--- config.mk ---
export PLATFORM = sky130hd
export DESIGN_NAME = dlc_top
export DESIGN_NICKNAME = d
export VERILOG_FILES = /design/src/source/dlc_pkg.sv /design/src/source/dlc_fifo.sv /design/src/source/dlc_crossing_detector.sv /design/src/source/dlc_packet_encoder.sv /design/src/source/dlc_top.sv
export VERILOG_INCLUDE_DIRS = /design/src /design/src/source
export SDC_FILE = /design/constraint.sdc
export NUM_CORES = 1
export LEC_CHECK = 0
export BUFFER_PORTS_ARGS = -buffer_cell sky130_fd_sc_hd__buf_2
export CAP_MARGIN = 5
export CELL_PAD_IN_SITES_DETAIL_PLACEMENT = 0
export CELL_PAD_IN_SITES_GLOBAL_PLACEMENT = 1
export CORE_MARGIN = 3
export CORE_UTILIZATION = 50
export DETAILED_ROUTE_END_ITERATION = 10
export PLACE_DENSITY = 0.93
export SLEW_MARGIN = 10
export SYNTH_ARGS = -nofsm -noshare
export SYNTH_HDL_FRONTEND = slang
export SYNTH_SLANG_ARGS = --single-unit
--- constraint.sdc ---
create_clock -name clk_i -period 13.4 [get_ports clk_i]
set_clock_uncertainty 0.15 [all_clocks]
set_input_delay 1.34 -clock clk_i [delete_from_list [all_inputs] [get_ports clk_i]]
set_output_delay 1.34 -clock clk_i [all_outputs]
set_load 0.01 [all_outputs]
--- src/source/dlc_cfg.svh ---
`ifndef DLC_CFG_SVH
`define DLC_CFG_SVH

// Entries per FIFO, both sample and packet side
`define DLC_FIFO_DEPTH 4

// Incoming sample width, signed
`define DLC_SAMPLE_W 32

// Outgoing packet width, dt field over dlvl field
`define DLC_PKT_W 16

`endif

--- src/source/dlc_pkg.sv ---
`include "dlc_cfg.svh"

package dlc_pkg;

  // Static configuration, replaces the register block
  typedef struct packed {
    logic [3:0]  discard;        // Low sample bits dropped
    logic [3:0]  log_wl;         // log2 of level width
    logic [3:0]  dlvl_bits;      // Width of delta-level field
    logic [15:0] dt_max;         // Delta-time saturation value
    logic        hysteresis_en;  // Suppress direction reversals
    logic [15:0] trans_size;     // Samples per transaction
  } dlc_cfg_t;

  typedef struct packed {
    logic                     push;
    logic [`DLC_SAMPLE_W-1:0] data;
  } sample_req_t;

  typedef struct packed {
    logic full;
    logic alm_full;  // One free entry left
  } sample_rsp_t;

  typedef struct packed {
    logic [`DLC_PKT_W-1:0] data;  // FIFO head
    logic                  empty;
  } pkt_rsp_t;

  // Detector result for the sample popped this cycle
  typedef struct packed {
    logic               valid;
    logic               xing;
    logic               dir;   // 1 for a downward move
    logic signed [15:0] dlvl;  // New level minus current level
  } xing_t;

  typedef enum logic {
    ENC_RUN,
    ENC_DT_OVF  // Waiting to emit a saturated dt packet
  } enc_state_t;

endpackage

--- src/source/dlc_fifo.sv ---
`timescale 1ns/1ps
`include "dlc_cfg.svh"

module dlc_fifo #(
  parameter int WIDTH = `DLC_SAMPLE_W
) (
  input  logic             clk_i,
  input  logic             rst_ni,
  input  logic             push_i,
  input  logic [WIDTH-1:0] data_i,
  input  logic             pop_i,
  output logic [WIDTH-1:0] data_o,
  output logic             full_o,
  output logic             alm_full_o,
  output logic             empty_o
);

  localparam int DEPTH = `DLC_FIFO_DEPTH;
  localparam int PTR_W = $clog2(DEPTH);
  localparam int CNT_W = $clog2(DEPTH + 1);

  logic [WIDTH-1:0] mem [DEPTH];
  logic [PTR_W-1:0] wr_ptr, rd_ptr;
  logic [CNT_W-1:0] usage;
  logic             wr_en, rd_en;

  assign wr_en = push_i & ~full_o;   // Push on full is dropped
  assign rd_en = pop_i & ~empty_o;

  assign full_o     = (usage == CNT_W'(DEPTH));
  assign alm_full_o = (usage == CNT_W'(DEPTH - 1));
  assign empty_o    = (usage == '0);
  assign data_o     = mem[rd_ptr];  // Head, no fall-through

  always_ff @(posedge clk_i or negedge rst_ni) begin
    if (!rst_ni) begin
      wr_ptr <= '0;
      rd_ptr <= '0;
      usage  <= '0;
    end else begin
      if (wr_en) begin
        wr_ptr <= (wr_ptr == PTR_W'(DEPTH - 1)) ? '0 : wr_ptr + 1'b1;
      end
      if (rd_en) begin
        rd_ptr <= (rd_ptr == PTR_W'(DEPTH - 1)) ? '0 : rd_ptr + 1'b1;
      end
      case ({wr_en, rd_en})
        2'b10:   usage <= usage + 1'b1;
        2'b01:   usage <= usage - 1'b1;
        default: usage <= usage;  // Both or neither
      endcase
    end
  end

  // Storage
  always_ff @(posedge clk_i) begin
    if (wr_en) begin
      mem[wr_ptr] <= data_i;
    end
  end

  // Producers must respect full, consumers must respect empty
  a_no_push_full : assert property (@(posedge clk_i) disable iff (!rst_ni) !(push_i && full_o));
  a_no_pop_empty : assert property (@(posedge clk_i) disable iff (!rst_ni) !(pop_i && empty_o));

endmodule

--- src/source/dlc_crossing_detector.sv ---
`timescale 1ns/1ps
`include "dlc_cfg.svh"

module dlc_crossing_detector
  import dlc_pkg::*;
(
  input  logic                     clk_i,
  input  logic                     rst_ni,
  input  dlc_cfg_t                 cfg_i,
  input  logic [`DLC_SAMPLE_W-1:0] sample_i,  // Sample FIFO head
  input  logic                     pop_i,     // Head consumed this cycle
  output xing_t                    res_o,
  output logic                     xing_o,
  output logic                     dir_o
);

  logic [`DLC_SAMPLE_W-1:0] sample_shr;
  logic signed [15:0]       sample_trim;
  logic signed [15:0]       din_lvl;
  logic signed [15:0]       curr_lvl;
  logic signed [15:0]       dlvl;
  logic                     dlvl_nz;
  logic                     dir;
  logic                     dir_d1;  // Sign of last nonzero dlvl
  logic                     xing;

  // Quantizer
  always_comb begin
    sample_shr  = sample_i >> cfg_i.discard;       // Drop noise bits
    sample_trim = $signed(sample_shr[15:0]);       // Keep 16 bits
    din_lvl     = sample_trim >>> cfg_i.log_wl;    // Sign-preserving
  end

  assign dlvl    = din_lvl - curr_lvl;
  assign dlvl_nz = pop_i && (dlvl != 16'sd0);
  assign dir     = dlvl[15];  // Negative delta means downward

  // With hysteresis a reversal only arms dir_d1 and emits no packet
  assign xing = dlvl_nz && (!cfg_i.hysteresis_en || (dir == dir_d1));

  always_comb begin
    res_o.valid = pop_i;
    res_o.xing  = xing;
    res_o.dir   = dir;
    res_o.dlvl  = dlvl;
  end

  // Current level and last direction
  always_ff @(posedge clk_i or negedge rst_ni) begin
    if (!rst_ni) begin
      curr_lvl <= '0;
      dir_d1   <= 1'b0;
    end else begin
      if (xing) begin
        curr_lvl <= din_lvl;
      end
      if (dlvl_nz) begin
        dir_d1 <= dir;  // Tracks every nonzero move
      end
    end
  end

  // Registered strobes to the outside
  always_ff @(posedge clk_i or negedge rst_ni) begin
    if (!rst_ni) begin
      xing_o <= 1'b0;
      dir_o  <= 1'b0;
    end else begin
      xing_o <= xing;
      if (xing) begin
        dir_o <= dir;  // Holds last crossing direction
      end
    end
  end

  // A crossing needs a popped sample behind it
  a_xing_valid : assert property (@(posedge clk_i) disable iff (!rst_ni)
    res_o.xing |-> res_o.valid);

endmodule

--- src/source/dlc_packet_encoder.sv ---
`timescale 1ns/1ps
`include "dlc_cfg.svh"

module dlc_packet_encoder
  import dlc_pkg::*;
(
  input  logic                  clk_i,
  input  logic                  rst_ni,
  input  dlc_cfg_t              cfg_i,
  input  logic                  in_empty_i,   // Sample FIFO empty
  input  logic                  out_full_i,   // Packet FIFO full
  input  xing_t                 res_i,
  output logic                  pop_o,
  output logic                  push_o,
  output logic [`DLC_PKT_W-1:0] pkt_o
);

  enc_state_t        state_q, state_d;
  logic [15:0]       dt_cnt;       // Samples since last packet
  logic [15:0]       dt_cnt_d;
  logic [15:0]       dlvl_mask;
  logic [15:0]       dt_val;
  logic [15:0]       dlvl_val;
  logic              no_xing;
  logic              dt_sat;
  logic              ovf_push;

  // Pop only when there is room for a possible packet
  assign pop_o = ~in_empty_i & ~out_full_i & (state_q == ENC_RUN);

  assign no_xing  = res_i.valid & ~res_i.xing;
  assign dt_sat   = no_xing & (dt_cnt == cfg_i.dt_max);
  assign ovf_push = (state_q == ENC_DT_OVF) & ~out_full_i;

  // Crossing only exists on a pop, which already saw room
  assign push_o = res_i.xing | ovf_push;

  always_comb begin
    state_d  = state_q;
    dt_cnt_d = dt_cnt;
    case (state_q)
      ENC_RUN: begin
        if (res_i.xing) begin
          dt_cnt_d = 16'd1;         // Restart after packet
        end else if (dt_sat) begin
          state_d = ENC_DT_OVF;     // Counter holds dt_max
        end else if (no_xing) begin
          dt_cnt_d = dt_cnt + 16'd1;
        end
      end
      ENC_DT_OVF: begin
        if (ovf_push) begin
          state_d  = ENC_RUN;
          dt_cnt_d = 16'd1;
        end
      end
      default: state_d = ENC_RUN;
    endcase
  end

  always_ff @(posedge clk_i or negedge rst_ni) begin
    if (!rst_ni) begin
      state_q <= ENC_RUN;
      dt_cnt  <= 16'd1;
    end else begin
      state_q <= state_d;
      dt_cnt  <= dt_cnt_d;
    end
  end

  // Packet formatting, dt above a dlvl_bits wide field
  always_comb begin
    dlvl_mask = (16'd1 << cfg_i.dlvl_bits) - 16'd1;
    dt_val    = (state_q == ENC_DT_OVF) ? cfg_i.dt_max : dt_cnt;
    dlvl_val  = (state_q == ENC_DT_OVF) ? 16'd0 : res_i.dlvl;  // Overflow carries no move
    pkt_o     = (dt_val << cfg_i.dlvl_bits) | (dlvl_val & dlvl_mask);  // Excess dlvl truncated
  end

  a_no_push_full : assert property (@(posedge clk_i) disable iff (!rst_ni)
    !(push_o && out_full_i));

  // Overflow state is sticky until its packet goes out
  a_ovf_exit : assert property (@(posedge clk_i) disable iff (!rst_ni)
    (state_q == ENC_DT_OVF && !push_o) |=> (state_q == ENC_DT_OVF));

endmodule

--- src/source/dlc_top.sv ---
`timescale 1ns/1ps
`include "dlc_cfg.svh"

module dlc_top
  import dlc_pkg::*;
(
  input  logic        clk_i,
  input  logic        rst_ni,
  input  dlc_cfg_t    cfg_i,
  input  logic        flush_i,       // Loads the transaction counter
  input  sample_req_t sample_req_i,
  output sample_rsp_t sample_rsp_o,
  input  logic        pkt_pop_i,
  output pkt_rsp_t    pkt_rsp_o,
  output logic        done_o,
  output logic        xing_o,
  output logic        dir_o
);

  logic [`DLC_SAMPLE_W-1:0] smp_head;
  logic                     smp_empty;
  logic                     smp_pop;
  logic                     smp_push;     // Accepted push
  logic                     pkt_full;
  logic                     pkt_push;
  logic [`DLC_PKT_W-1:0]    pkt_data;
  xing_t                    res;
  logic [15:0]              trans_cnt;

  assign smp_push = sample_req_i.push & ~sample_rsp_o.full;  // Drop push on full

  dlc_fifo #(.WIDTH(`DLC_SAMPLE_W)) u_sample_fifo (
    .clk_i      (clk_i),
    .rst_ni     (rst_ni),
    .push_i     (smp_push),
    .data_i     (sample_req_i.data),
    .pop_i      (smp_pop),
    .data_o     (smp_head),
    .full_o     (sample_rsp_o.full),
    .alm_full_o (sample_rsp_o.alm_full),
    .empty_o    (smp_empty)
  );

  dlc_crossing_detector u_detector (
    .clk_i    (clk_i),
    .rst_ni   (rst_ni),
    .cfg_i    (cfg_i),
    .sample_i (smp_head),
    .pop_i    (smp_pop),
    .res_o    (res),
    .xing_o   (xing_o),
    .dir_o    (dir_o)
  );

  dlc_packet_encoder u_encoder (
    .clk_i      (clk_i),
    .rst_ni     (rst_ni),
    .cfg_i      (cfg_i),
    .in_empty_i (smp_empty),
    .out_full_i (pkt_full),
    .res_i      (res),
    .pop_o      (smp_pop),
    .push_o     (pkt_push),
    .pkt_o      (pkt_data)
  );

  dlc_fifo #(.WIDTH(`DLC_PKT_W)) u_pkt_fifo (
    .clk_i      (clk_i),
    .rst_ni     (rst_ni),
    .push_i     (pkt_push),
    .data_i     (pkt_data),
    .pop_i      (pkt_pop_i),
    .data_o     (pkt_rsp_o.data),
    .full_o     (pkt_full),
    .alm_full_o (),              // Host only needs empty
    .empty_o    (pkt_rsp_o.empty)
  );

  // Transaction counter, done while zero
  always_ff @(posedge clk_i or negedge rst_ni) begin
    if (!rst_ni) begin
      trans_cnt <= '0;
    end else if (flush_i) begin
      trans_cnt <= cfg_i.trans_size;
    end else if (smp_push && (trans_cnt != '0)) begin
      trans_cnt <= trans_cnt - 16'd1;  // Saturates at zero
    end
  end

  assign done_o = (trans_cnt == '0);

endmodule

==> results of run 1 <==
sequential cells by signal, summed over array words and instances, names as in the netlist:
signal,count
u_sample_fifo.mem,124
u_detector.curr_lvl,16
u_encoder.state_q,1
u_sample_fifo.usage,3
u_pkt_fifo.wr_ptr,2
trans_cnt,16
u_encoder.dt_cnt,16
u_detector.xing_o,1
u_sample_fifo.wr_ptr,2
u_pkt_fifo.usage,3
u_pkt_fifo.rd_ptr,2
u_detector.dir_d1,1
u_pkt_fifo.mem,64
u_detector.dir_o,1
u_sample_fifo.rd_ptr,2
layout make-up:
| class | count | share of cell area, % |
|---|---|---|
| inverter | 42 | 0.9635 |
| sequential | 254 | 43.25 |
| timing repair buffer | 114 | 3.557 |
| multi-input combinational | 912 | 44.06 |
| tap | 390 | 2.890 |
| clock buffer | 31 | 4.091 |
| clock inverter | 16 | 1.186 |
worst register-to-register path: cells and delay by family, from the launching register on:
| family | cells | cell delay, ns |
|---|---|---|
| compound gates | 11 | 2.59 |
| simple gates | 6 | 1.24 |
| fa+ha+maj | 4 | 1.29 |
| mux | 2 | 1.32 |
| flops | 1 | 0.34 |
| buf+inv | 4 | 0.92 |
| xor+xnor | 3 | 0.69 |
through the flow:
stage	util, %	setup WS (ns)
after floorplan	-	5.578
after global placement	53.39	4.341
after detailed placement	53.39	4.225
after global routing	56.36	4.163
final	56.36	4.703
after CTS	56.36	4.782
layer usage:
metal	routed length [um]	share of wire, %	vias to the layer above	global-route usage, %
li1	-	-	5103	-
met1	14920	43	5371	29.46
met2	16570	48	400	33.16
met3	2214	6.4	66	3.302
met4	835	2.4	4	5.454
met5	21	0.061	-	0
final timing paths:
| kind | end | slack, ns | depth (start not counted) |
|---|---|---|---|
| hold reg to reg | u_detector.curr_lvl[14] | 0.34 | 1 |
| setup reg to reg | u_pkt_fifo.usage[2] | 4.79 | 30 |
| min in group asynchronous | u_detector.curr_lvl[2] | 0.85 | 2 |
| setup / recovery | u_pkt_fifo.usage[2] | 4.70 | 31 |
| hold / removal | u_detector.curr_lvl[14] | 0.34 | 1 |
| max in group asynchronous | u_encoder.state_q | 11.59 | 2 |
cell families after synthesis:
group                    count (synthesis)  share of synthesized area, %
XOR/XNOR                                47                         2.818
buffers and inverters                  135                         4.088
AO/OA/AOI/OAI                          284                         12.59
adder cells (fa/ha/maj)                 33                         2.834
AND/OR/NAND/NOR                        369                         11.36
multiplexers                           179                         18.81
flip-flops                             254                         47.50
power groups by stage:
| stage | logic [mW] | clock network (mW) | registers (mW) |
|---|---|---|---|
| floorplan | 1.49 | 0 | 1.23 |
| global placement | 1.82 | 0 | 1.26 |
| detailed placement | 1.86 | 0 | 1.28 |
| CTS | 1.87 | 0.764 | 1.27 |
| global route | 2.05 | 0.801 | 1.29 |
| finish | 1.87 | 0.750 | 1.27 |
cell usage after synthesis, drive strengths merged, types with 6 or more instances:
cell type  instances
nor2b              7
a21o              16
a21oi             68
xor2              17
nand2b            14
or2                8
nor4               7
and3               6
o211ai            11
nor3              38
mux2              41
mux4              81
o211a              6
dfrtp             65
clkbuf            57
ha                30
a221o              6
nand2            126
mux2i             57
inv               41
xnor2             29
o32ai              6
nand4              6
a211oi            21
and2              12
buf               36
or3               20
nor2              85
nand3             20
edfxtp           188
a22o               7
a221oi             6
a31oi              6
o21ai             58
o22ai             18
==> impl_metrics.toml, run 1 <==
[power]
clkPwrFrac_pct = 19.3
internal_power_mw = 2.392
p_sw_mw = 1.494
pwr-share-comb_pct = 48.1
seqPwrFrac_pct = 32.6
finalPower_mw = 3.886
p_leak_nw = 6.398
peakVddDrop_mv = 0.1618
cellPowerDensity_nw_per_um2 = 230.2
switching_share_pct = 38.44

[timing]
finalHoldViolCount = 0
setup_violations = 0
fmax_mhz = 115.0
finalMaxSlewViolations = 0
fin_crit_ns = 8.697
max_slew_margin_pct = 27.19
tightest_slew_ns = 1.092
hold_slack_ns = 0.3391
tns_ns = 0
final.period_utilization_pct = 64.90
rsz0062_at_grt = "no"

[worst_hold_path]
hold_path_class = "reg -> reg"
hp-start = "u_detector.curr_lvl[14]"

[global_routing]
grt_pass1_wl_um = 56070
grt-ovfl-total = 0
grt_pass1_vias = 10591
grt_max_degree = 67
antenna_found_initial = 2
gr-usage-all-layers_pct = 20.61

[finish]
final_common_cell = "edfxtp_1"
final_area_um2 = 16880
multi_input_comb_area_um2 = 7438
area_growth_pct = 9.878
drive_above_1_share_pct = 20.60
seq_area_um2 = 7302
instances_no_fill = 1759
fin_nets = 1466
fill_cells = 2437
final_cell_mix = "188 x edfxtp_1, 126 x nand2_1, 102 x buf_2"
diodes = 0

[run_status]
status = "complete, no violations"

[clock_tree]
path_clk_slew_ns = 0.06
postCtsHoldBufs = 0
cts.sinks = 254
cts_max_level = 1
clock_latency_ns = 0.53
cts_setup_buffers = 0
cts_buffers = 27
cts_root_buf = "clkbuf_16"
cts_tree = "done"
cts_resized = 0
cts.path.max_buffers = 3

[logic_synthesis]
netlist.area_leader.share_pct = 36.74
netlist_area_um2 = 15360
ys.flop_type = "edfxtp_1"
synth_edf_count = 188
synth.distinct_cells = 85
ys_ff_latch = 254
yosysSeqAreaShare_pct = 47.50
syn_avg_cell_area_um2 = 11.81
async_reset_ff_share_pct = 25.98
synth_top_cell_by_area = "edfxtp_1"
syn_nets = 1416
yosys-top-cells-area = "edfxtp_1 37%, mux4_2 11%, dfrtp_1 11%"
syn_inst = 1301
synth_warnings = 0

[die]
die-area_um2 = 32870
die_h_um = 181.3
start_util_pct = 51.29
rows = 63
core_um2 = 29950
io_pins = 104
die_w_um = 181.3

[worst_setup_path]
slowest_stage = "mux4_2"
critPathTopFamily = "compound AO/OA/AOI/OAI gates"
path_class = "in -> reg"
worst-path-buf-inv = 6
crit_top_cell = "inv_1"
end_kind = "register"
crit_start = "cfg_i[44]"
cpPeakStageDelay_ns = 0.60
crit_fanout = 39
worstPathArrival_ns = 9.00
reg2reg_from = "u_sample_fifo.rd_ptr[0]"
crit_path_start_kind = "input pin"
cp.required_ns = 13.70

[routing]
wirelength_um = 34560
drtPass1Iterations = 5
vias = 10944
drt_iter0_drc = 953
drc_errors = 0
viasPerCell = 6.222
wl_per_cell_um = 19.65
ant_nets = 0

[place]
hpwl_um = 23800
dp.cells = 1712
gp_congestion = 0.9049
port_buffers = 102
place_area_um2 = 15990

[job]
maxCapViolations = 0
(Power assumes the default switching activity.)
==> inputs of run 2 (changes only) <==
- ABC_AREA: default -> 1
- CORE_UTILIZATION: 50 -> 42
- PLACE_DENSITY: 0.93 -> 0.89
- clock period: 13.4 -> 7.5 ns (I/O delays scaled with it)
==> impl_metrics.toml, run 2 <==
[die]
core_um2 = 33950
die_h_um = 192.6
rows = 67
die_w_um = 192.6
start_util_pct = 43.10
die-area_um2 = 37110
io_pins = 104

[global_routing]
grt-ovfl-total = 0
antenna_found_initial = 1
grt_pass1_wl_um = 58150
grt_pass1_vias = 11592
gr-usage-all-layers_pct = 19.13
grt_max_degree = 67

[logic_synthesis]
yosysSeqAreaShare_pct = 49.88
yosys-top-cells-area = "edfxtp_1 39%, nand2_1 14%, dfrtp_1 11%"
synthMostInstantiatedCell = "nand2_1"
synth_warnings = 0
synth_top_cell_by_area = "edfxtp_1"
netlist_area_um2 = 14630
synth_edf_count = 188
netlist.area_leader.share_pct = 38.58
syn_avg_cell_area_um2 = 8.299
async_reset_ff_share_pct = 25.98
ys.flop_type = "edfxtp_1"
syn_nets = 1878
ys_ff_latch = 254
synthTopCellsByCount = "534 x nand2_1, 282 x nand3_1, 188 x edfxtp_1"
synth.distinct_cells = 51
syn_inst = 1763

[worst_setup_path]
crit_path_start_kind = "register"
worstPathArrival_ns = 6.67
crit_fanout = 63
end_kind = "register"
endpoint = "u_pkt_fifo.usage[2]"
cp.required_ns = 7.77
crit_top_cell = "nand2_1"
cpPeakStageDelay_ns = 0.72
path_class = "reg -> reg"
reg2reg_from = "u_sample_fifo.rd_ptr[0]"
rrSetupSlack_ns = 1.10
slowest_stage = "dfrtp_2"
r2r_end = "u_pkt_fifo.usage[2]"
r2r.worst_path.cells = 38
crit_start = "u_sample_fifo.rd_ptr[0]"

[finish]
area_growth_pct = 12.12
fin_nets = 1944
multi_input_comb_area_um2 = 6440
final_area_um2 = 16400
final_common_cell = "nand2_1"
largest_registers = "u_sample_fifo.mem: 124 flops, u_pkt_fifo.mem: 64 flops"
regMostFlops = "u_sample_fifo.mem"
final_cell_mix = "534 x nand2_1, 282 x nand3_1, 188 x edfxtp_1"
drive_above_1_share_pct = 11.25
largest_register_ffs = 124
fill_cells = 3242
seq_area_um2 = 7300

[clock_tree]
cts_setup_buffers = 0
cts_root_buf = "clkbuf_16"
cts_buffers = 28
cts.sinks = 254
cts_max_level = 1
cts_resized = 0
postCtsHoldBufs = 0
cts_tree = "done"
cts.path.max_buffers = 3
path_clk_slew_ns = 0.06
clock_latency_ns = 0.57

[routing]
drtPass1Iterations = 5
viasPerCell = 5.231
vias = 12027
drc_errors = 0
wirelength_um = 35170
ant_nets = 0
drt_iter0_drc = 720
wl_per_cell_um = 15.30

[timing]
fmax_mhz = 156.2
finalHoldViolCount = 0
finalMaxSlewViolations = 0
fin_ws_ns = 1.097
tightest_slew_ns = 1.032
final.period_utilization_pct = 85.38
tns_ns = 0
rsz0062_at_grt = "no"
fin_crit_ns = 6.403
max_slew_margin_pct = 31.20
hold_slack_ns = 0.1883
setup_violations = 0

[power]
p_leak_nw = 7.013
peakVddDrop_mv = 0.2196
cellPowerDensity_nw_per_um2 = 394.2
finalPower_mw = 6.467

[worst_hold_path]
hold_path_class = "in -> async"

[place]
port_buffers = 102
place_area_um2 = 15430
pre_cts_ws_ns = 1.078
hpwl_um = 24380
gp_congestion = 0.9001

[job]
maxCapViolations = 0

[run_status]
status = "complete, no violations"
==> run 2: critical path: cells and delay by family, from the launching register on <==
family | cells | cell delay, ns
xor gates and xnor gates | 2 | 0.50
AOI/OAI and AO/OA | 2 | 0.25
buffers and inverters | 3 | 0.41
DFF | 1 | 0.72
and+or+nand+nor | 28 | 3.21
adders and majority gates | 3 | 0.97
==> run 2: cell type report <==
cell class / instances / area share (%)
antenna: 2 / 0.03051
clock buffer: 33 / 4.386
clock inverter: 17 / 1.525
inverter: 129 / 2.982
multi-input combinational: 1297 / 39.26
sequential: 254 / 44.50
tap: 448 / 3.417
timing repair buffer: 119 / 3.905
==> run 2: logic make-up (layout without fill, tap and decap cells) <==
group / Yosys count / in the layout / share of synthesized area, %
and+or+nand+nor: 1011 / 1011 / 30.02
DFF: 254 / 254 / 49.88
buffers and inverters: 212 / 298 / 6.174
AOI/OAI and AO/OA: 202 / 202 / 7.808
xor gates and xnor gates: 40 / 40 / 2.394
adders and majority gates: 33 / 33 / 2.976
muxes: 11 / 11 / 0.7526
other: 0 / 2 / 0
==> run 2: power by group <==
part	internal (mW)	switching, mW	total (mW)
registers	2.02	0.191	2.21
clock network	0.863	0.569	1.43
logic	0.888	1.94	2.83
total	3.77	2.70	6.47
==> run 2: how the worst min path moves through the flow <==
stage / start / end / slack (ns) / cells past startpoint
6_report: rst_ni / u_encoder.dt_cnt[7] / 0.19 / 1
4_1_cts: rst_ni / u_encoder.dt_cnt[7] / 0.20 / 1
5_1_grt: sample_req_i[22] / u_sample_fifo.mem[1][22] / 0.23 / 1
3_5_place_dp: u_detector.curr_lvl[4] / u_detector.curr_lvl[4] / 0.32 / 2
3_3_place_gp: u_detector.curr_lvl[4] / u_detector.curr_lvl[4] / 0.31 / 2
2_1_floorplan: rst_ni / trans_cnt[0] / 0.30 / 0
==> run 2: per-stage QoR <==
step                      util [%]  std cells
after floorplan                  -       1763
after global placement       45.45       2247
after detailed placement     45.45       2247
after CTS                    48.30       2297
after global routing         48.30       2297
final                        48.32       2299
==> run 2: layer usage <==
| layer | vias to the layer above | routed length, um | track usage, % |
|---|---|---|---|
| li1 | 6098 | - | - |
| met1 | 5607 | 15830 | 26.06 |
| met2 | 270 | 16890 | 32.52 |
| met3 | 50 | 1745 | 2.507 |
| met4 | 2 | 692 | 4.567 |
| met5 | - | 13 | 0 |
